`src/logic/line_ram.sv`:
```
`timescale 1ns/1ps
// ----------------------------------------
// Line RAM
// Line-indexed array, registered read and one write port
// ----------------------------------------
module line_ram #(
  parameter type payload_t = logic,
  parameter int  DEPTH_W   = 4
) (
  input  logic               clk,
  input  logic [DEPTH_W-1:0] rd_idx,
  output payload_t           rd_data,
  input  logic               wr_en,
  input  logic [DEPTH_W-1:0] wr_idx,
  input  payload_t           wr_data
);

  payload_t store [1 << DEPTH_W];

  always_ff @(posedge clk) begin
    if (wr_en) begin
      store[wr_idx] <= wr_data;
    end
    rd_data <= store[rd_idx];  // Old value when the write hits the same index
  end

endmodule

```
`config.mk`:
```
export PLATFORM = sky130hd
export DESIGN_NAME = line_ram
export DESIGN_NICKNAME = d
export VERILOG_FILES = /design/src/logic/line_ram.sv
export SDC_FILE = /design/constraint.sdc
export NUM_CORES = 1
export LEC_CHECK = 0
export ABC_CLOCK_PERIOD_IN_PS = 1410
export BUFFER_PORTS_ARGS = -buffer_cell sky130_fd_sc_hd__buf_2
export CORE_ASPECT_RATIO = 1.25
export CORE_UTILIZATION = 30
export DETAILED_ROUTE_END_ITERATION = 8
export GPL_TIMING_DRIVEN = 0
export PLACE_DENSITY = 0.46
export SYNTH_ARGS = -nofsm -noshare
export SYNTH_HDL_FRONTEND = slang
export SYNTH_SLANG_ARGS = --single-unit
```
`constraint.sdc`:
```
create_clock -name clk -period 1.41 [get_ports clk]
set_input_delay 0.141 -clock clk [delete_from_list [all_inputs] [get_ports clk]]
set_output_delay 0.141 -clock clk [all_outputs]
set_load 0.02 [all_outputs]
```
==> impl_metrics.json, run 1 <==
{
  "p_per_area_mw_per_mm2": 1047,
  "synth_adder_area_share": 0,
  "post_cts_buffers": 0,
  "arrival_ns": 1.40,
  "synth_mux_area_frac": 0.1812,
  "fin_skew_ns": 0.002315,
  "max_freq_mhz": 821.3,
  "pre_cts_ws_ns": 0.1388,
  "nFillCells": 228,
  "period_needed_ns": 1.218,
  "cts_buffers": 3,
  "rows": 19,
  "outcome": "complete, no violations",
  "drc": 0,
  "antenna_found_initial": 0,
  "cts_buffer_depth": 2,
  "worst_pin_slew_ns": 0.2569,
  "hold_viol": 0,
  "grt_max_degree": 17,
  "drive_gt1_frac": 0.2419,
  "syn_nets": 58,
  "setup_slack_ns": 0.1924,
  "place_area_sq_um": 839.6,
  "drt-total-wl_um": 1173,
  "cp_max_fo": 1,
  "regArea_sq_um": 500.5,
  "p_comb_frac": 0.086,
  "setup_tns_ns": 0,
  "cts.htree.levels": 1,
  "die_h_um": 57.74,
  "ys_types": 11,
  "post_drt_wl_per_cell_um": 12.61,
  "dr.pass1.iters": 4,
  "areaGrowthSynthToFinish_pct": 16.11,
  "synth_top_area_frac": 0.6443,
  "reg2reg_setup_slack_ns": 0.19,
  "cap_viol_max_count": 0,
  "vdd_drop_max_mv": 0.5250,
  "initial_core_util": 0.3268,
  "synth_cells": 47,
  "async_flop_share": 0,
  "ys.warnings.count": 0,
  "rsz0062_at_grt": "no",
  "netlist_area_sq_um": 745.7,
  "grtUsageTotal": 0.1040,
  "via_per_inst": 4.677,
  "coreArea_sq_mm": 0.002282,
  "final_util": 0.3794,
  "ys_ff_latch": 17,
  "synth_common_cells": "16 x edfxtp_1, 12 x nor2_1, 4 x mux4_1, 4 x nor3_1, 3 x mux2i_1",
  "cts-resized-gates": 0,
  "cts_hold_buf": 0,
  "reg2reg_depth": 3,
  "finalSetupViolCount": 0,
  "clkSlewWorstSetupHoldPaths_ns": 0.10,
  "hold_depth": 2,
  "seq_area_frac_synth": 0.6711,
  "synth_compound_area_frac": 0,
  "clockPowerShare": 0.290,
  "yosys.area.top_type": "edfxtp_1",
  "yosysMostFrequentCell": "edfxtp_1",
  "hold_path.class": "primary input to flop",
  "multi_input_area_sq_um": 245.2,
  "nets": 74,
  "clock_latency_ns": 0.29,
  "final_antenna_net_count": 0,
  "port_buffers": 11,
  "worst-setup-path-type": "flop to flop",
  "cts_sinks": 17,
  "synth_edf_count": 16,
  "ys.flop_type": "edfxtp_1",
  "postSynthAreaPerCell_sq_um": 15.87,
  "yosys.area_share.simple": 0.1477,
  "final_cell_area_sq_um": 865.8,
  "dr.first_iter.drc_count": 15,
  "gp_congestion": 0.6474,
  "cp_data_required_time_ns": 1.60,
  "p_int_mw": 0.7089,
  "die_w_um": 46.60,
  "ctsRootBufferMaster": "clkbuf_4",
  "n_antenna_cell": 0,
  "slew-limit-headroom": 0.8287,
  "vias": 435,
  "pwr-share-seq": 0.625,
  "io_pins": 12,
  "grt_pass1_vias": 417,
  "synth_xor_area_frac": 0,
  "cts_tree": "done",
  "switching_share": 0.2182,
  "grt_remaining_overflow": 0,
  "drv_slew": 0,
  "leakagePower_nw": 0.3032,
  "fin_crit_sh": 0.8635,
  "end_kind": "flop",
  "synth_top_family_by_area": "multiplexers",
  "switchingPower_mw": 0.1978,
  "start_kind": "flop",
  "grt_first_pass_wirelength_um": 1849,
  "synth_top_cells_by_area": "edfxtp_1 64%, mux4_1 14%, nor2_1 6.0%",
  "fp.dieArea_sq_mm": 0.002690,
  "dp_hpwl_um": 852.5
}
==> critical path: stages, from the launching register on <==
cell	delay [ns]
edfxtp_1	0.38
mux4_1	0.51
mux2i_1	0.14
mux2i_1	0.08
==> area by class of cell <==
type / instances / share of cell area
Clock buffer: 4 / 0.03035
Multi-Input combinational cell: 30 / 0.2832
Sequential cell: 17 / 0.5780
Tap cell: 31 / 0.04480
Timing Repair Buffer: 11 / 0.06358
==> layout by cell type (no fill, tap or decap), drive strengths merged <==
cell type | synthesis | layout
buf | 0 | 11
clkbuf | 0 | 4
dfxtp | 1 | 1
edfxtp | 16 | 16
mux2i | 3 | 3
mux4 | 4 | 4
nand2 | 1 | 1
nand2b | 2 | 2
nand3 | 1 | 1
nand3b | 2 | 2
nor2 | 12 | 12
nor3 | 4 | 4
or3b | 1 | 1
==> flip-flops by register name, summed over array words and instances, names as in the netlist <==
register  count
rd_data       1
store        16
==> path summary, 6_finish.rpt <==
check / start / endpoint
min reg2reg: store[10]$_DFFE_PP_ / rd_data$_DFF_P_
max: store[1]$_DFFE_PP_ / rd_data$_DFF_P_
max reg2reg: store[1]$_DFFE_PP_ / rd_data$_DFF_P_
min: rd_idx[2] / rd_data$_DFF_P_
==> power groups by stage <==
| stage | clock [mW] | combinational (mW) | sequential, mW |
|---|---|---|---|
| after floorplan | 0 | 0.0348 | 0.582 |
| after global placement | 0 | 0.0778 | 0.578 |
| after detailed placement | 0 | 0.0789 | 0.578 |
| after CTS | 0.266 | 0.0791 | 0.567 |
| after global routing | 0.287 | 0.0867 | 0.568 |
| final | 0.263 | 0.0776 | 0.566 |
==> stage by stage <==
step / cells / hold slack, ns / total power [mW]
global placement: 89 / 0.3407 / 0.6554
CTS: 93 / 0.03100 / 0.9114
floorplan: 47 / 0.2399 / 0.6171
finish: 93 / 0.03443 / 0.9067
global route: 93 / 0.03961 / 0.9415
detailed placement: 89 / 0.3439 / 0.6570
==> per-layer routing <==
layer / GRT usage / routed length, um
met2: 0.1528 / 552
met4: 0.07563 / 23
met1: 0.1332 / 539
met5: 0 / 0
met3: 0.01869 / 57
==> cell families (layout without fill, tap and decap cells) <==
family,count (synthesis),after routing
simple gates,23,23
buf+inv,0,15
mux,7,7
flops,17,17
No activity file was read; power rests on OpenSTA's default activity.
==> inputs of run 2 (changes only) <==
Settings changed: RECOVER_POWER from default to 50.
==> run 2 against run 1 <==
Maximum frequency about the same; critical endpoint unchanged; global-route usage unchanged; largest cell class unchanged; sequential cell count unchanged; register-to-register slack barely moved; cell count is the same.
==> impl_metrics.json, run 2 (synthesized netlist as in run 1, its figures left out) <==
{
  "outcome": "complete, no violations",
  "via_per_inst": 4.656,
  "cts_buffers": 3,
  "grt_first_pass_wirelength_um": 1849,
  "rows": 19,
  "cp_data_required_time_ns": 1.60,
  "p_per_area_mw_per_mm2": 1049,
  "worst-setup-path-type": "flop to flop",
  "cp_top_family": "multiplexers",
  "power_mw": 0.9059,
  "slew-limit-headroom": 0.5923,
  "drive_gt1_frac": 0.2097,
  "critPathBufInv": 0,
  "drc": 0,
  "ctsRootBufferMaster": "clkbuf_4",
  "hold_path.class": "primary input to flop",
  "rsz0062_at_grt": "no",
  "cts_buffer_depth": 2,
  "startpoint": "store[1]$_DFFE_PP_",
  "dr.first_iter.drc_count": 12,
  "cts_hold_buf": 0,
  "final_antenna_net_count": 0,
  "path_common_cell": "mux2i_1",
  "cts_tree": "done",
  "port_buffers": 11,
  "areaGrowthSynthToFinish_pct": 15.77,
  "max_freq_mhz": 821.3,
  "worstReg2RegEnd": "rd_data$_DFF_P_",
  "cts-resized-gates": 0,
  "worstHoldStart": "rd_idx[2]",
  "setup_slack_ns": 0.1924,
  "path_cells": "mux4_1 > mux2i_1 > mux2i_1",
  "leakagePower_nw": 0.2977,
  "clkSlewWorstSetupHoldPaths_ns": 0.10,
  "hold_ws_ns": 0.03441,
  "reg2reg_depth": 3,
  "cts.htree.levels": 1,
  "grtUsageTotal": 0.1040,
  "die_h_um": 57.74,
  "crit_path_top_delay_cell": "mux4_1",
  "largest_register": "store",
  "drt-total-wl_um": 1171,
  "fin_cells": 93,
  "cap_viol_max_count": 0,
  "nets": 74,
  "finalSetupViolCount": 0,
  "pre_cts_ws_ns": 0.1388,
  "setup_tns_ns": 0,
  "mostFrequentLayoutCell": "edfxtp_1",
  "vias": 433,
  "dr.pass1.iters": 4,
  "grt_remaining_overflow": 0,
  "final_cell_area_sq_um": 863.3,
  "reg.largest.list": "store (16), rd_data (1)",
  "end_kind": "flop",
  "antenna_found_initial": 0,
  "dp_cells": 89,
  "arrival_ns": 1.40,
  "final_util": 0.3783,
  "cp_max_fo": 1,
  "crit_path_end": "rd_data$_DFF_P_",
  "fin_skew_ns": 0.002300,
  "post_drt_wl_per_cell_um": 12.59,
  "die_w_um": 46.60,
  "dp_hpwl_um": 852.5,
  "post_cts_buffers": 0,
  "start_kind": "flop",
  "clock_latency_ns": 0.29,
  "period_needed_ns": 1.218,
  "max_stage_delay_ns": 0.51,
  "place_area_sq_um": 839.6,
  "cts_sinks": 17,
  "worst_pin_slew_ns": 0.6116,
  "grt_max_degree": 17,
  "io_pins": 12,
  "fp.dieArea_sq_mm": 0.002690,
  "fin_crit_sh": 0.8635,
  "reg2reg_setup_slack_ns": 0.19,
  "coreArea_sq_mm": 0.002282,
  "vdd_drop_max_mv": 0.5229,
  "cp.depth": 3,
  "final_cell_mix": "16 x edfxtp_1, 12 x nor2_1, 9 x buf_2",
  "largest_reg_flops": 16,
  "hold_viol": 0,
  "gp_congestion": 0.6474,
  "grt_pass1_vias": 417,
  "n_antenna_cell": 0,
  "initial_core_util": 0.3268,
  "drv_slew": 0,
  "r2r_start": "store[1]$_DFFE_PP_"
}
[run 2: changes by cell type in the layout (fill, tap and decap cells not counted), sizes merged]
cell,delta
clkbuf,+2
buf,-2
[run 2: worst min path at each step]
stage / endpoint / slack [ns] / cells after the start
2_1_floorplan: store[0]$_DFFE_PP_ / 0.24 / 0
3_3_place_gp: rd_data$_DFF_P_ / 0.34 / 2
3_5_place_dp: rd_data$_DFF_P_ / 0.34 / 2
4_1_cts: rd_data$_DFF_P_ / 0.03 / 2
5_1_grt: rd_data$_DFF_P_ / 0.04 / 2
6_report: rd_data$_DFF_P_ / 0.03 / 2
[run 2: layout make-up]
cell class | count | area (sq um)
sequential | 17 | 500.5
clock buffer | 4 | 26.28
fill | 230 | 1419
multi-input combinational | 30 | 245.2
timing repair buffer | 11 | 52.55
tap | 31 | 38.79
[run 2: worst reg2reg max path, stage by stage (launching register included)]
cell      delay (ns)
edfxtp_1        0.38
mux4_1          0.51
mux2i_1         0.14
mux2i_1         0.08
[run 2: power breakdown]
group | leakage [nW] | total, mW | internal, mW | switching (mW)
sequential | 0.153 | 0.567 | 0.564 | 0.00239
clock | 0.0150 | 0.263 | 0.110 | 0.153
combinational | 0.130 | 0.0765 | 0.0340 | 0.0426
[run 2: metal layers]
layer | global-route usage | up-vias | wire [um]
met1 | 0.1332 | 195 | 537
li1 | - | 215 | -
met5 | 0 | - | 0
met3 | 0.01869 | 4 | 58
met4 | 0.07563 | 0 | 23
met2 | 0.1528 | 19 | 551
==> inputs of run 3 (changes only) <==
Settings changed: CELL_PAD_IN_SITES_DETAIL_PLACEMENT from default to 1, CELL_PAD_IN_SITES_GLOBAL_PLACEMENT from default to 1, CORE_MARGIN from default to 2, PLACE_DENSITY 0.46 to 0.53.
==> run 3 against run 2 <==
Wire length is 11% higher; clock skew is 0.0015 ns higher; critical endpoint unchanged; critical path type unchanged; clock power hardly changed; maximum frequency is 3.7% lower; design area is 0.29% higher; cell count is 2.2% higher; largest power group unchanged; register-to-register slack worse by 0.05 ns.
==> impl_metrics.json, run 3 (synthesized netlist as in run 1, its figures left out) <==
{
  "outcome": "complete, no violations",
  "drc": 0,
  "areaGrowthSynthToFinish_pct": 16.11,
  "mostFrequentLayoutCell": "edfxtp_1",
  "cp_max_fo": 1,
  "cts.htree.levels": 1,
  "slew-limit-headroom": 0.6056,
  "rows": 20,
  "cts_buffers": 3,
  "cts_hold_buf": 0,
  "multi_input_area_sq_um": 245.2,
  "start_kind": "flop",
  "critPathBufInv": 0,
  "end_kind": "flop",
  "cp_top_family": "multiplexers",
  "leakagePower_nw": 0.2977,
  "cts_sinks": 17,
  "path_cells": "mux4_1 > mux2i_1 > mux2i_1",
  "coreArea_sq_mm": 0.002402,
  "drive_gt1_frac": 0.2097,
  "vias": 442,
  "hold_path.class": "primary input to flop",
  "cp_data_required_time_ns": 1.59,
  "nFillCells": 270,
  "max_stage_delay_ns": 0.53,
  "grt_pass1_vias": 475,
  "cts_tree": "done",
  "post_cts_buffers": 0,
  "die_h_um": 59.74,
  "port_buffers": 11,
  "dr.pass1.iters": 4,
  "p_per_area_mw_per_mm2": 1047,
  "cts-resized-gates": 0,
  "reg.largest.list": "store (16), rd_data (1)",
  "largest_register": "store",
  "regArea_sq_um": 500.5,
  "dr.first_iter.drc_count": 3,
  "fin_skew_ns": 0.003816,
  "max_freq_mhz": 790.8,
  "grt_max_degree": 17,
  "initial_core_util": 0.3104,
  "worst_pin_slew_ns": 0.5916,
  "hold_viol": 0,
  "nets": 74,
  "period_needed_ns": 1.265,
  "io_pins": 12,
  "arrival_ns": 1.44,
  "cts_buffer_depth": 2,
  "final_antenna_net_count": 0,
  "antenna_found_initial": 0,
  "final_util": 0.3604,
  "worst-setup-path-type": "flop to flop",
  "via_per_inst": 4.653,
  "n_antenna_cell": 0,
  "setup_tns_ns": 0,
  "rsz0062_at_grt": "no",
  "final_cell_mix": "16 x edfxtp_1, 12 x nor2_1, 9 x buf_2",
  "met2WireLength_um": 662,
  "cap_viol_max_count": 0,
  "clock_latency_ns": 0.29,
  "largest_reg_flops": 16,
  "wl_met1_um": 517,
  "dp_hpwl_um": 1008,
  "fin_crit_sh": 0.8969,
  "grt_remaining_overflow": 0,
  "hold_ws_ns": 0.05305,
  "die_w_um": 48.60,
  "grt_first_pass_wirelength_um": 2145,
  "drt-total-wl_um": 1301,
  "clkSlewWorstSetupHoldPaths_ns": 0.10,
  "wl_met3_um": 74,
  "drv_slew": 0,
  "finalSetupViolCount": 0,
  "path_common_cell": "mux2i_1",
  "gp_congestion": 0.6491,
  "post_drt_wl_per_cell_um": 13.69,
  "grtUsageTotal": 0.1069,
  "fp.dieArea_sq_mm": 0.002903,
  "vdd_drop_max_mv": 0.3820,
  "ctsRootBufferMaster": "clkbuf_4",
  "dr.max_layer_used": "met4",
  "crit_path_top_delay_cell": "mux4_1"
}
==> run 3: cell counts in the layout (fill, tap and decap cells not counted) <==
Identical to the previous run, type by type.
==> run 3: where the power goes <==
part | internal [mW] | switching [mW] | leakage (nW)
logic | 0.0340 | 0.0456 | 0.130
registers | 0.564 | 0.00231 | 0.153
clock network | 0.110 | 0.150 | 0.0150
total | 0.708 | 0.198 | 0.298
==> run 3: final cells by class <==
class                      instances  area share
sequential                        17      0.5780
timing repair buffer              11     0.06069
tap                               33     0.04769
multi-input combinational         30      0.2832
clock buffer                       4     0.03035
==> run 3: path summary, 6_finish.rpt <==
| check | from | endpoint | slack [ns] | depth (start not counted) |
|---|---|---|---|---|
| hold / removal | rd_idx[2] | rd_data$_DFF_P_ | 0.05 | 2 |
| setup / recovery | store[13]$_DFFE_PP_ | rd_data$_DFF_P_ | 0.15 | 3 |
| hold reg to reg | store[11]$_DFFE_PP_ | rd_data$_DFF_P_ | 0.77 | 3 |
| setup reg to reg | store[13]$_DFFE_PP_ | rd_data$_DFF_P_ | 0.15 | 3 |
==> run 3: worst register-to-register path, delay by kind of cell (launching register included) <==
family	cells	cell delay (ns)
muxes	3	0.79
DFF	1	0.37
==> run 3: stage by stage <==
stage / std cells / area (sq um) / power [mW] / setup slack, ns
4_1_cts: 95 / 868.3 / 0.9165 / 0.1206
6_report: 95 / 865.8 / 0.9062 / 0.1454
2_1_floorplan: 47 / 745.7 / 0.6171 / 0.2754
3_5_place_dp: 91 / 842.1 / 0.6605 / 0.1366
5_1_grt: 95 / 865.8 / 0.9400 / 0.1253
3_3_place_gp: 91 / 842.1 / 0.6575 / 0.1346
==> run 3: routing by layer <==
metal | track usage | vias to the layer above
met2 | 0.1865 | 14
met5 | 0 | -
li1 | - | 214
met3 | 0.03500 | 5
met4 | 0.09796 | 0
met1 | 0.1014 | 209
