**src/logic/cache_settings.svh**
```systemverilog
// ----------------------------------------
// Cache settings
// Sizes of address, word, line and cache, and memory latency
// ----------------------------------------
`ifndef CACHE_SETTINGS_SVH
`define CACHE_SETTINGS_SVH

// Word address width, 4096 words
`define ADDR_W 12

`define WORD_W 32

// Four words per line
`define OFF_W 2

// 16 lines
`define IDX_W 4

// ADDR_W - IDX_W - OFF_W
`define TAG_W 6

`define MEM_LATENCY 4  // Cycles from memory request to acknowledge

`endif

```
**src/logic/cache_pkg.sv**
```systemverilog
// ----------------------------------------
// Cache types
// Word, address, line and tag formats
// ----------------------------------------
`include "cache_settings.svh"

package cache_pkg;

  typedef logic [`ADDR_W-1:0] addr_t;  // Word address
  typedef logic [`WORD_W-1:0] word_t;

  localparam int unsigned WORDS_PER_LINE = 1 << `OFF_W;

  // One line, word 0 in the low bits
  typedef logic [WORDS_PER_LINE-1:0][`WORD_W-1:0] block_t;

  typedef logic [`TAG_W-1:0] tag_t;

  // Per-line tag entry
  typedef struct packed {
    logic valid;
    tag_t tag;
  } tag_entry_t;

endpackage

```
**src/logic/cache_ctrl.sv**
```systemverilog
`timescale 1ns/1ps
// ----------------------------------------
// Cache controller
// Lookup, line fill and write-through FSM
// ----------------------------------------
`include "cache_settings.svh"

module cache_ctrl (
  input  logic                  clk,
  input  logic                  rst,
  input  logic                  cpu_req,
  input  logic                  cpu_we,
  input  cache_pkg::addr_t      cpu_addr,
  input  cache_pkg::word_t      cpu_wdata,
  output logic                  cpu_ack,
  output cache_pkg::word_t      cpu_rdata,
  output logic [`IDX_W-1:0]     tag_rd_idx,
  output logic                  tag_wr_en,
  output logic [`IDX_W-1:0]     tag_wr_idx,
  output cache_pkg::tag_entry_t tag_wr_data,
  input  cache_pkg::tag_entry_t tag_rd_data,
  output logic [`IDX_W-1:0]     data_rd_idx,
  output logic                  data_wr_en,
  output logic [`IDX_W-1:0]     data_wr_idx,
  output cache_pkg::block_t     data_wr_data,
  input  cache_pkg::block_t     data_rd_data,
  output logic                  mem_req,
  output logic                  mem_we,
  output cache_pkg::addr_t      mem_addr,
  output cache_pkg::word_t      mem_wdata,
  input  logic                  mem_ack,
  input  cache_pkg::block_t     mem_rdata
);

  typedef enum logic [2:0] {
    CLEAR,
    IDLE,
    LOOKUP,
    COMPARE,
    MEM_WAIT,
    MEM_RELEASE,
    RESPOND,
    ACK_RELEASE
  } state_t;

  state_t            state;
  logic [`IDX_W-1:0] clr_idx;   // Tag sweep after reset
  cache_pkg::addr_t  addr_q;
  cache_pkg::word_t  wdata_q;
  logic              we_q;
  logic              hit_q;     // Hit seen in compare for the write path

  cache_pkg::tag_t   req_tag;
  logic [`IDX_W-1:0] req_idx;
  logic [`OFF_W-1:0] req_off;
  logic              hit;
  logic              mem_done;  // Memory acknowledge in the wait state
  cache_pkg::block_t merged;

  assign req_tag = addr_q[`ADDR_W-1 -: `TAG_W];
  assign req_idx = addr_q[`OFF_W +: `IDX_W];
  assign req_off = addr_q[`OFF_W-1:0];

  assign hit = tag_rd_data.valid && (tag_rd_data.tag == req_tag);

  // Cached line with the new word put in at the offset
  always_comb begin
    merged          = data_rd_data;
    merged[req_off] = wdata_q;
  end

  // Arrays read the captured index every cycle
  assign tag_rd_idx  = req_idx;
  assign data_rd_idx = req_idx;

  assign mem_done = (state == MEM_WAIT) && mem_ack;

  assign tag_wr_en  = (state == CLEAR) || (mem_done && !we_q);
  assign tag_wr_idx = (state == CLEAR) ? clr_idx : req_idx;

  always_comb begin
    tag_wr_data.valid = (state != CLEAR);
    tag_wr_data.tag   = req_tag;
  end

  // Fill on a read or word merge on a write hit
  assign data_wr_en   = mem_done && (!we_q || hit_q);
  assign data_wr_idx  = req_idx;
  assign data_wr_data = we_q ? merged : mem_rdata;

  assign mem_we    = mem_req && we_q;
  assign mem_addr  = we_q ? addr_q : {addr_q[`ADDR_W-1:`OFF_W], {`OFF_W{1'b0}}};
  assign mem_wdata = wdata_q;

  always_ff @(posedge clk) begin
    if ((state == IDLE) && cpu_req) begin
      addr_q  <= cpu_addr;
      wdata_q <= cpu_wdata;
    end
    if ((state == COMPARE) && hit) begin
      cpu_rdata <= data_rd_data[req_off];
    end
  end

  always_ff @(posedge clk) begin
    if (rst) begin
      state   <= CLEAR;
      clr_idx <= '0;
      we_q    <= 1'b0;
      hit_q   <= 1'b0;
      cpu_ack <= 1'b0;
      mem_req <= 1'b0;
    end else begin
      case (state)
        CLEAR: begin
          clr_idx <= clr_idx + 1'b1;
          if (clr_idx == '1) begin
            state <= IDLE;
          end
        end
        IDLE: begin
          if (cpu_req) begin
            we_q  <= cpu_we;
            state <= LOOKUP;
          end
        end
        LOOKUP: state <= COMPARE;  // Arrays answer at this edge
        COMPARE: begin
          hit_q <= hit;
          if (hit && !we_q) begin
            cpu_ack <= 1'b1;
            state   <= RESPOND;
          end else begin
            mem_req <= 1'b1;  // Line fetch or write-through
            state   <= MEM_WAIT;
          end
        end
        MEM_WAIT: begin
          if (mem_ack) begin
            mem_req <= 1'b0;
            state   <= MEM_RELEASE;
          end
        end
        MEM_RELEASE: begin
          if (!mem_ack) begin
            if (we_q) begin
              cpu_ack <= 1'b1;
              state   <= RESPOND;
            end else begin
              state <= LOOKUP;  // Re-read the filled line
            end
          end
        end
        RESPOND: begin
          if (!cpu_req) begin
            state <= ACK_RELEASE;
          end
        end
        ACK_RELEASE: begin
          cpu_ack <= 1'b0;
          state   <= IDLE;
        end
        default: state <= CLEAR;
      endcase
    end
  end

  // Memory request is only withdrawn against an acknowledge
  a_mem_req_hold: assert property (@(posedge clk) disable iff (rst)
    $fell(mem_req) |-> mem_ack);

  // Request seen at the edge where the acknowledge went high
  a_cpu_ack_req: assert property (@(posedge clk) disable iff (rst)
    $rose(cpu_ack) |-> $past(cpu_req));

endmodule

```
**config.mk**
```make
export PLATFORM = sky130hd
export DESIGN_NAME = cache_ctrl
export DESIGN_NICKNAME = d
export VERILOG_FILES = /design/src/logic/cache_pkg.sv /design/src/logic/cache_ctrl.sv
export VERILOG_INCLUDE_DIRS = /design/src /design/src/logic
export SDC_FILE = /design/constraint.sdc
export NUM_CORES = 1
export LEC_CHECK = 0
export BUFFER_PORTS_ARGS = -buffer_cell sky130_fd_sc_hd__buf_2
export CAP_MARGIN = 5
export CORE_AREA = 5 5 211 213
export CTS_CLUSTER_SIZE = 10
export DETAILED_ROUTE_END_ITERATION = 8
export DIE_AREA = 0 0 216 218
export PLACE_DENSITY_LB_ADDON = 0.2
export SYNTH_ARGS = -nofsm -noshare
export SYNTH_HDL_FRONTEND = slang
export SYNTH_SLANG_ARGS = --single-unit
export TNS_END_PERCENT = 100
```
**constraint.sdc**
```tcl
create_clock -name clk -period 5.05 [get_ports clk]
set_input_delay 1.01 -clock clk [delete_from_list [all_inputs] [get_ports clk]]
set_output_delay 1.01 -clock clk [all_outputs]
set_load 0.01 [all_outputs]
```
==> impl_metrics.ini, run 1 <==
[worst_setup_path]
cp_slowest_stage_delay_ns = 0.65
reg2reg_depth = 3
path_class = register to output port
reg2reg_setup_slack_ns = 2.81
path_common_cell = buf_4
cp_top_family = buffers and inverters
end_kind = output port
arrival_ns = 2.72
regToRegEndpoint = cpu_rdata[13]$_DFFE_PP_
cp_max_fo = 22
required_ns = 4.04
crit_cells = 6
cpMaxStageDelayCell = nor2b_4
worstReg2RegStart = addr_q[0]$_DFFE_PP_
worst-path-buf-inv = 3
cp_cell_sequence = buf_4 -> nor2b_4 -> buf_4 -> mux2i_1 -> a21oi_1 -> buf_2
start_kind = register

[detailed_routing]
via_per_inst = 4.177
final_antenna_net_count = 0
first_pass_iters = 7
drc = 0
vias = 7126
routed_wl_um = 34900
drt_iter0_drc = 311
wl_per_cell_um = 20.46

[floorplanning]
io_pins = 544
die_h_um = 218
die_w_um = 216
num_rows = 76
start_util_pct = 15.46
core-area_sq_um = 42510
die_area_sq_um = 47090

[synthesis]
synth_area_leader_cell = edfxtp_1
synth_top_area_share_pct = 34.73
synth.area.top_cells = edfxtp_1 35%, mux2i_1 20%, mux4_2 11%, a21oi_1 10%, nor2_1 8.1%
seq_area_frac_synth_pct = 38.08
syn_nets = 973
syn_area_sq_um = 6571
yosysUniqueCellTypes = 34
synth_seq_cells = 87
syn_inst = 660
avgSynthCellArea_sq_um = 9.957
yosysWarnings = 0

[sta]
skew_ns = 0.01594
fmax_ghz = 0.2679
relSlewSlack_pct = 37.64
drv_slew = 0
setup_ws_ns = 1.317
fin_crit_sh_pct = 73.93
min_period_ns = 3.733
grt_setup_unrepaired = false
setup_viol = 0
worst_pin_slew_ns = 0.9354
fin_setup_tns_ns = 0
hold_slack_ns = 0.4971
hold_viol = 0

[clocking]
postCtsHoldBufs = 0
cts_tree = done
htree_levels = 3
post_cts_resize_count = 0
clk_pin_slew_ns = 0.08
cts_setup_buffers = 0
cts_buffer_depth = 2
numClockSinks = 87
clk_latency_ns = 0.38
cts-root-buf = clkbuf_16
numCtsBuffers = 9

[cells_and_area]
syn2layout_area_growth_pct = 52.95
final_common_cell = buf_2
fin_cells = 1706
final_cell_mix = 543 x buf_2, 140 x nor2_1, 133 x a21oi_1
drive_above_1_share_pct = 54.11
fin_nets = 1465
fillCellCount = 4713

[power_and_ir_drop]
vdd_drop_max_uv = 155.0
power.density_nw_per_um2 = 277.2
leakage_nw = 4.734

[placed_design]
place.gp.congestion = 0.8193
place_inst = 1687
io_buffer_count = 543
preCtsSetupSlack_ns = 1.690
dp.final_hpwl_um = 28280

[worst_hold_path]
min_path_type = register to register
worstHoldStart = cpu_ack$_SDFFE_PP0P_
min_to = cpu_ack$_SDFFE_PP0P_
whs_path_depth = 2

[global_route]
first_global_vias = 7324
antenna_found_initial = 6
overflow = 0
grtUsageTotal_pct = 13.98
grt_max_degree = 80
grt_pass1_wl_um = 48760

[run]
drv_cap = 0

[outcome]
outcome = finished clean
-- through the flow --
step	utilization (%)	power (mW)	area (sq um)
after floorplan	-	1.606	6571
after global placement	22.93	2.116	9747
after detailed placement	22.93	2.111	9747
after CTS	23.63	2.863	10040
after global routing	23.63	2.973	10050
final	23.65	2.786	10050
-- worst register-to-register path, stage by stage, from the launching register on --
cell and delay (ns):
edfxtp_1 0.52, buf_4 0.39, buf_4 0.45, mux4_2 0.62
-- report_power, final --
group,switching [mW],leakage [nW],internal (mW)
Sequential,0.107,0.777,0.860
Clock,0.330,0.146,0.379
Combinational,0.606,3.81,0.505
-- cell families (layout without fill, tap and decap cells) --
group | Yosys count | in the layout | share of synthesized area [%]
mux | 166 | 166 | 31.45
xor+xnor | 9 | 9 | 1.200
other cells | 0 | 3 | 0
simple gates | 166 | 166 | 10.28
flops | 87 | 87 | 38.08
buf+inv | 87 | 584 | 7.311
compound gates | 144 | 144 | 11.48
fa+ha+maj | 1 | 1 | 0.1904
-- Yosys cell counts (all sizes together) --
cell type and n:
o21ai 2, edfxtp 76, clkbuf 33, xnor2 6, or4 1, nand3b 1, a211oi 1, ha 1
nand3 5, inv 4, dfxtp 11, a311oi 2, mux2 4, a32o 1, buf 50, mux4 32
o41a 1, nand2b 1, o21a 2, nor2b 4, a31o 1, mux2i 130, a21oi 133, a21boi 1
nor4 1, xor2 3, nand4 2, and2 3, nand2 5, nor2 141, nor3 2
-- area by class of cell --
type                            instances  area, sq um  share of cell area [%]
Multi-Input combinational cell        486         3630                   36.11
Timing Repair Buffer                  564         2913                   28.98
Sequential cell                        87         2506                   24.93
Tap cell                              546        683.2                   6.797
Clock buffer                           13        270.3                   2.689
Clock inverter                          3        26.28                  0.2614
Inverter                                4        15.01                  0.1494
Antenna cell                            3        7.507                 0.07469
-- state kept, by name, indices dropped and copies added, names as in the netlist --
register   flops
clr_idx        4
mem_req        1
cpu_rdata     32
mem_wdata     32
state          3
cpu_ack        1
hit_q          1
addr_q        12
we_q           1
-- routing by layer --
layer	part of all wire, %	up-vias	GRT usage, %	wire length [um]
met2	51	346	24.84	17640
met5	0.060	-	0	21
li1	-	3401	-	-
met3	7.1	37	3.637	2473
met4	2.0	4	4.622	698
met1	40	3338	16.43	14070
-- how the worst max path moves through the flow --
stage | end | slack (ns) | from
floorplan | cpu_rdata[0]$_DFFE_PP_ | 0.02 | tag_rd_data[2]
global placement | data_wr_data[66] | 1.72 | addr_q[1]$_DFFE_PP_
detailed placement | data_wr_data[66] | 1.69 | addr_q[1]$_DFFE_PP_
CTS | data_wr_data[66] | 1.24 | addr_q[1]$_DFFE_PP_
global route | data_wr_data[76] | 1.18 | addr_q[1]$_DFFE_PP_
finish | data_wr_data[66] | 1.32 | addr_q[1]$_DFFE_PP_
Note: power is estimated with default switching activity, not from simulation.
==> run 2, diff against run 1 <==
ABC_AREA = 1   (was default)
CORE_AREA = 5 5 207 209   (was 5 5 211 213)
DIE_AREA = 0 0 212 214   (was 0 0 216 218)
clock period = 3.9 ns   (was 5.05 ns; I/O delays follow)
==> impl_metrics.ini, run 2 <==
[detailed_routing]
wl_per_cell_um = 19.81
drc = 0
wl_met1_um = 15320
vias = 8730
top_layer_used = met4
via_per_inst = 4.456
routed_wl_um = 38800
first_pass_iters = 5
drt_iter0_drc = 577
final_antenna_net_count = 0
met2_length_um = 19730
met3_length_um = 2932

[synthesis]
seq_area_frac_synth_pct = 37.84
synth_edf_count = 76
syn_inst = 948
yosysWarnings = 0
synth_top_area_share_pct = 34.51
syn_area_sq_um = 6613
synth_seq_cells = 87
yosysUniqueCellTypes = 30
syn_nets = 1261
synth.most_common_cell = nand2_1
ys.flop_type = edfxtp_1
synth.area.top_cells = edfxtp_1 35%, nand2_1 12%, nor2_1 8.5%, o21ai_0 7.9%, o21ai_1 7.2%
synth_commonest_cells = 205 x nand2_1, 150 x nor2_1, 104 x o21ai_0, 95 x o21ai_1, 76 x edfxtp_1
synth_area_leader_cell = edfxtp_1
async_reset_ff_share_pct = 0
avgSynthCellArea_sq_um = 6.975

[worst_setup_path]
arrival_ns = 2.28
path_class = register to output port
required_ns = 3.12
cp_max_fo = 64
start_kind = register
end_kind = output port

[cells_and_area]
drive_above_1_share_pct = 41.89
final_common_cell = buf_2
fin_cells = 1959
fin_nets = 1733
final_cell_mix = 543 x buf_2, 205 x nand2_1, 145 x nor2_1
finalInstanceArea_sq_um = 9938
syn2layout_area_growth_pct = 50.29
fin_util_pct = 24.45
fillCellCount = 4586

[run]
drv_cap = 0

[clocking]
cts-root-buf = clkbuf_16
post_cts_resize_count = 0
cts_setup_buffers = 0
cts_tree = done
numCtsBuffers = 9
postCtsHoldBufs = 0
clk_pin_slew_ns = 0.07
cts_buffer_depth = 2
numClockSinks = 87
clk_latency_ns = 0.36
htree_levels = 3

[floorplanning]
die_area_sq_um = 45370
io_pins = 544
core-area_sq_um = 40650
die_h_um = 214
die_w_um = 212
num_rows = 74
start_util_pct = 16.27

[placed_design]
postPlaceCellArea_sq_um = 9610
preCtsSetupSlack_ns = 1.113
dp.final_hpwl_um = 29800
io_buffer_count = 543
place_inst = 1941
place.gp.congestion = 0.8722

[sta]
grt_setup_unrepaired = false
fin_crit_sh_pct = 78.53
drv_slew = 0
fmax_ghz = 0.3265
setup_ws_ns = 0.8372
setup_viol = 0
relSlewSlack_pct = 36.58
worst_pin_slew_ns = 0.9498
hold_viol = 0
hold_slack_ns = 0.4457
fin_setup_tns_ns = 0
min_period_ns = 3.063
skew_ns = 0.009900

[global_route]
grt_pass1_wl_um = 56060
grt_max_degree = 67
antenna_found_initial = 2
grtUsageTotal_pct = 16.07
overflow = 0
first_global_vias = 8879

[worst_hold_path]
min_path_type = register to register

[outcome]
outcome = finished clean

[power_and_ir_drop]
power_mw = 4.435
vdd_drop_max_uv = 201.9
leakage_nw = 4.819
power.density_nw_per_um2 = 446.2
[run 2: changes by cell type after synthesis, moves of 7 or more]
cell and change:
nor2_1 +9, a21oi_1 -60, buf_4 +9, o21ai_0 +102, o211ai_1 +11, a22oi_1 +51, clkbuf_1 -8, mux2i_1 -130
buf_2 +10, o21ai_1 +95, mux4_2 -32, inv_1 +38, inv_2 +7, nand2_1 +200
[run 2: kinds of logic (layout without fill, tap and decap cells)]
family	after synthesis	after routing	synth area share, %
and+or+nand+nor	372	372	21.87
AOI/OAI and AO/OA	339	339	28.23
buffers and inverters	149	626	11.86
DFF	87	87	37.84
adders and majority gates	1	1	0.1892
other	0	2	0
[run 2: routing by layer]
metal | GRT usage (%) | up-vias
met4 | 5.089 | 0
li1 | - | 4167
met5 | 0 | -
met1 | 19.02 | 4119
met3 | 3.336 | 40
met2 | 28.87 | 404
[run 2: worst paths after layout]
path,endpoint,depth (start not counted),from,slack [ns]
setup reg to reg,cpu_rdata[13]$_DFFE_PP_,5,state[0]$_SDFFE_PP0P_,1.59
setup / recovery,data_wr_data[6],5,addr_q[0]$_DFFE_PP_,0.84
hold reg to reg,cpu_ack$_SDFFE_PP0P_,2,cpu_ack$_SDFFE_PP0P_,0.45
hold / removal,cpu_ack$_SDFFE_PP0P_,2,cpu_ack$_SDFFE_PP0P_,0.45
[run 2: layout make-up]
| cell class | instances | area [sq um] | area share [%] |
|---|---|---|---|
| clock buffer | 10 | 250.2 | 2.518 |
| clock inverter | 6 | 72.57 | 0.7302 |
| multi-input combinational | 712 | 3363 | 33.84 |
| antenna | 2 | 5.005 | 0.05036 |
| timing repair buffer | 560 | 2883 | 29.01 |
| tap | 532 | 665.6 | 6.698 |
| sequential | 87 | 2506 | 25.22 |
| inverter | 50 | 192.7 | 1.939 |
[run 2: power by group]
| group | internal, mW | switching [mW] | total (mW) |
|---|---|---|---|
| Combinational | 0.761 | 1.38 | 2.15 |
| Sequential | 1.15 | 0.161 | 1.31 |
| Clock | 0.546 | 0.432 | 0.977 |
[run 2: critical path: stages, from the launching register on]
cell	delay, ns
edfxtp_1	0.52
nor2_4	0.16
buf_4	0.63
o21ai_0	0.17
o21ai_1	0.23
buf_2	0.17
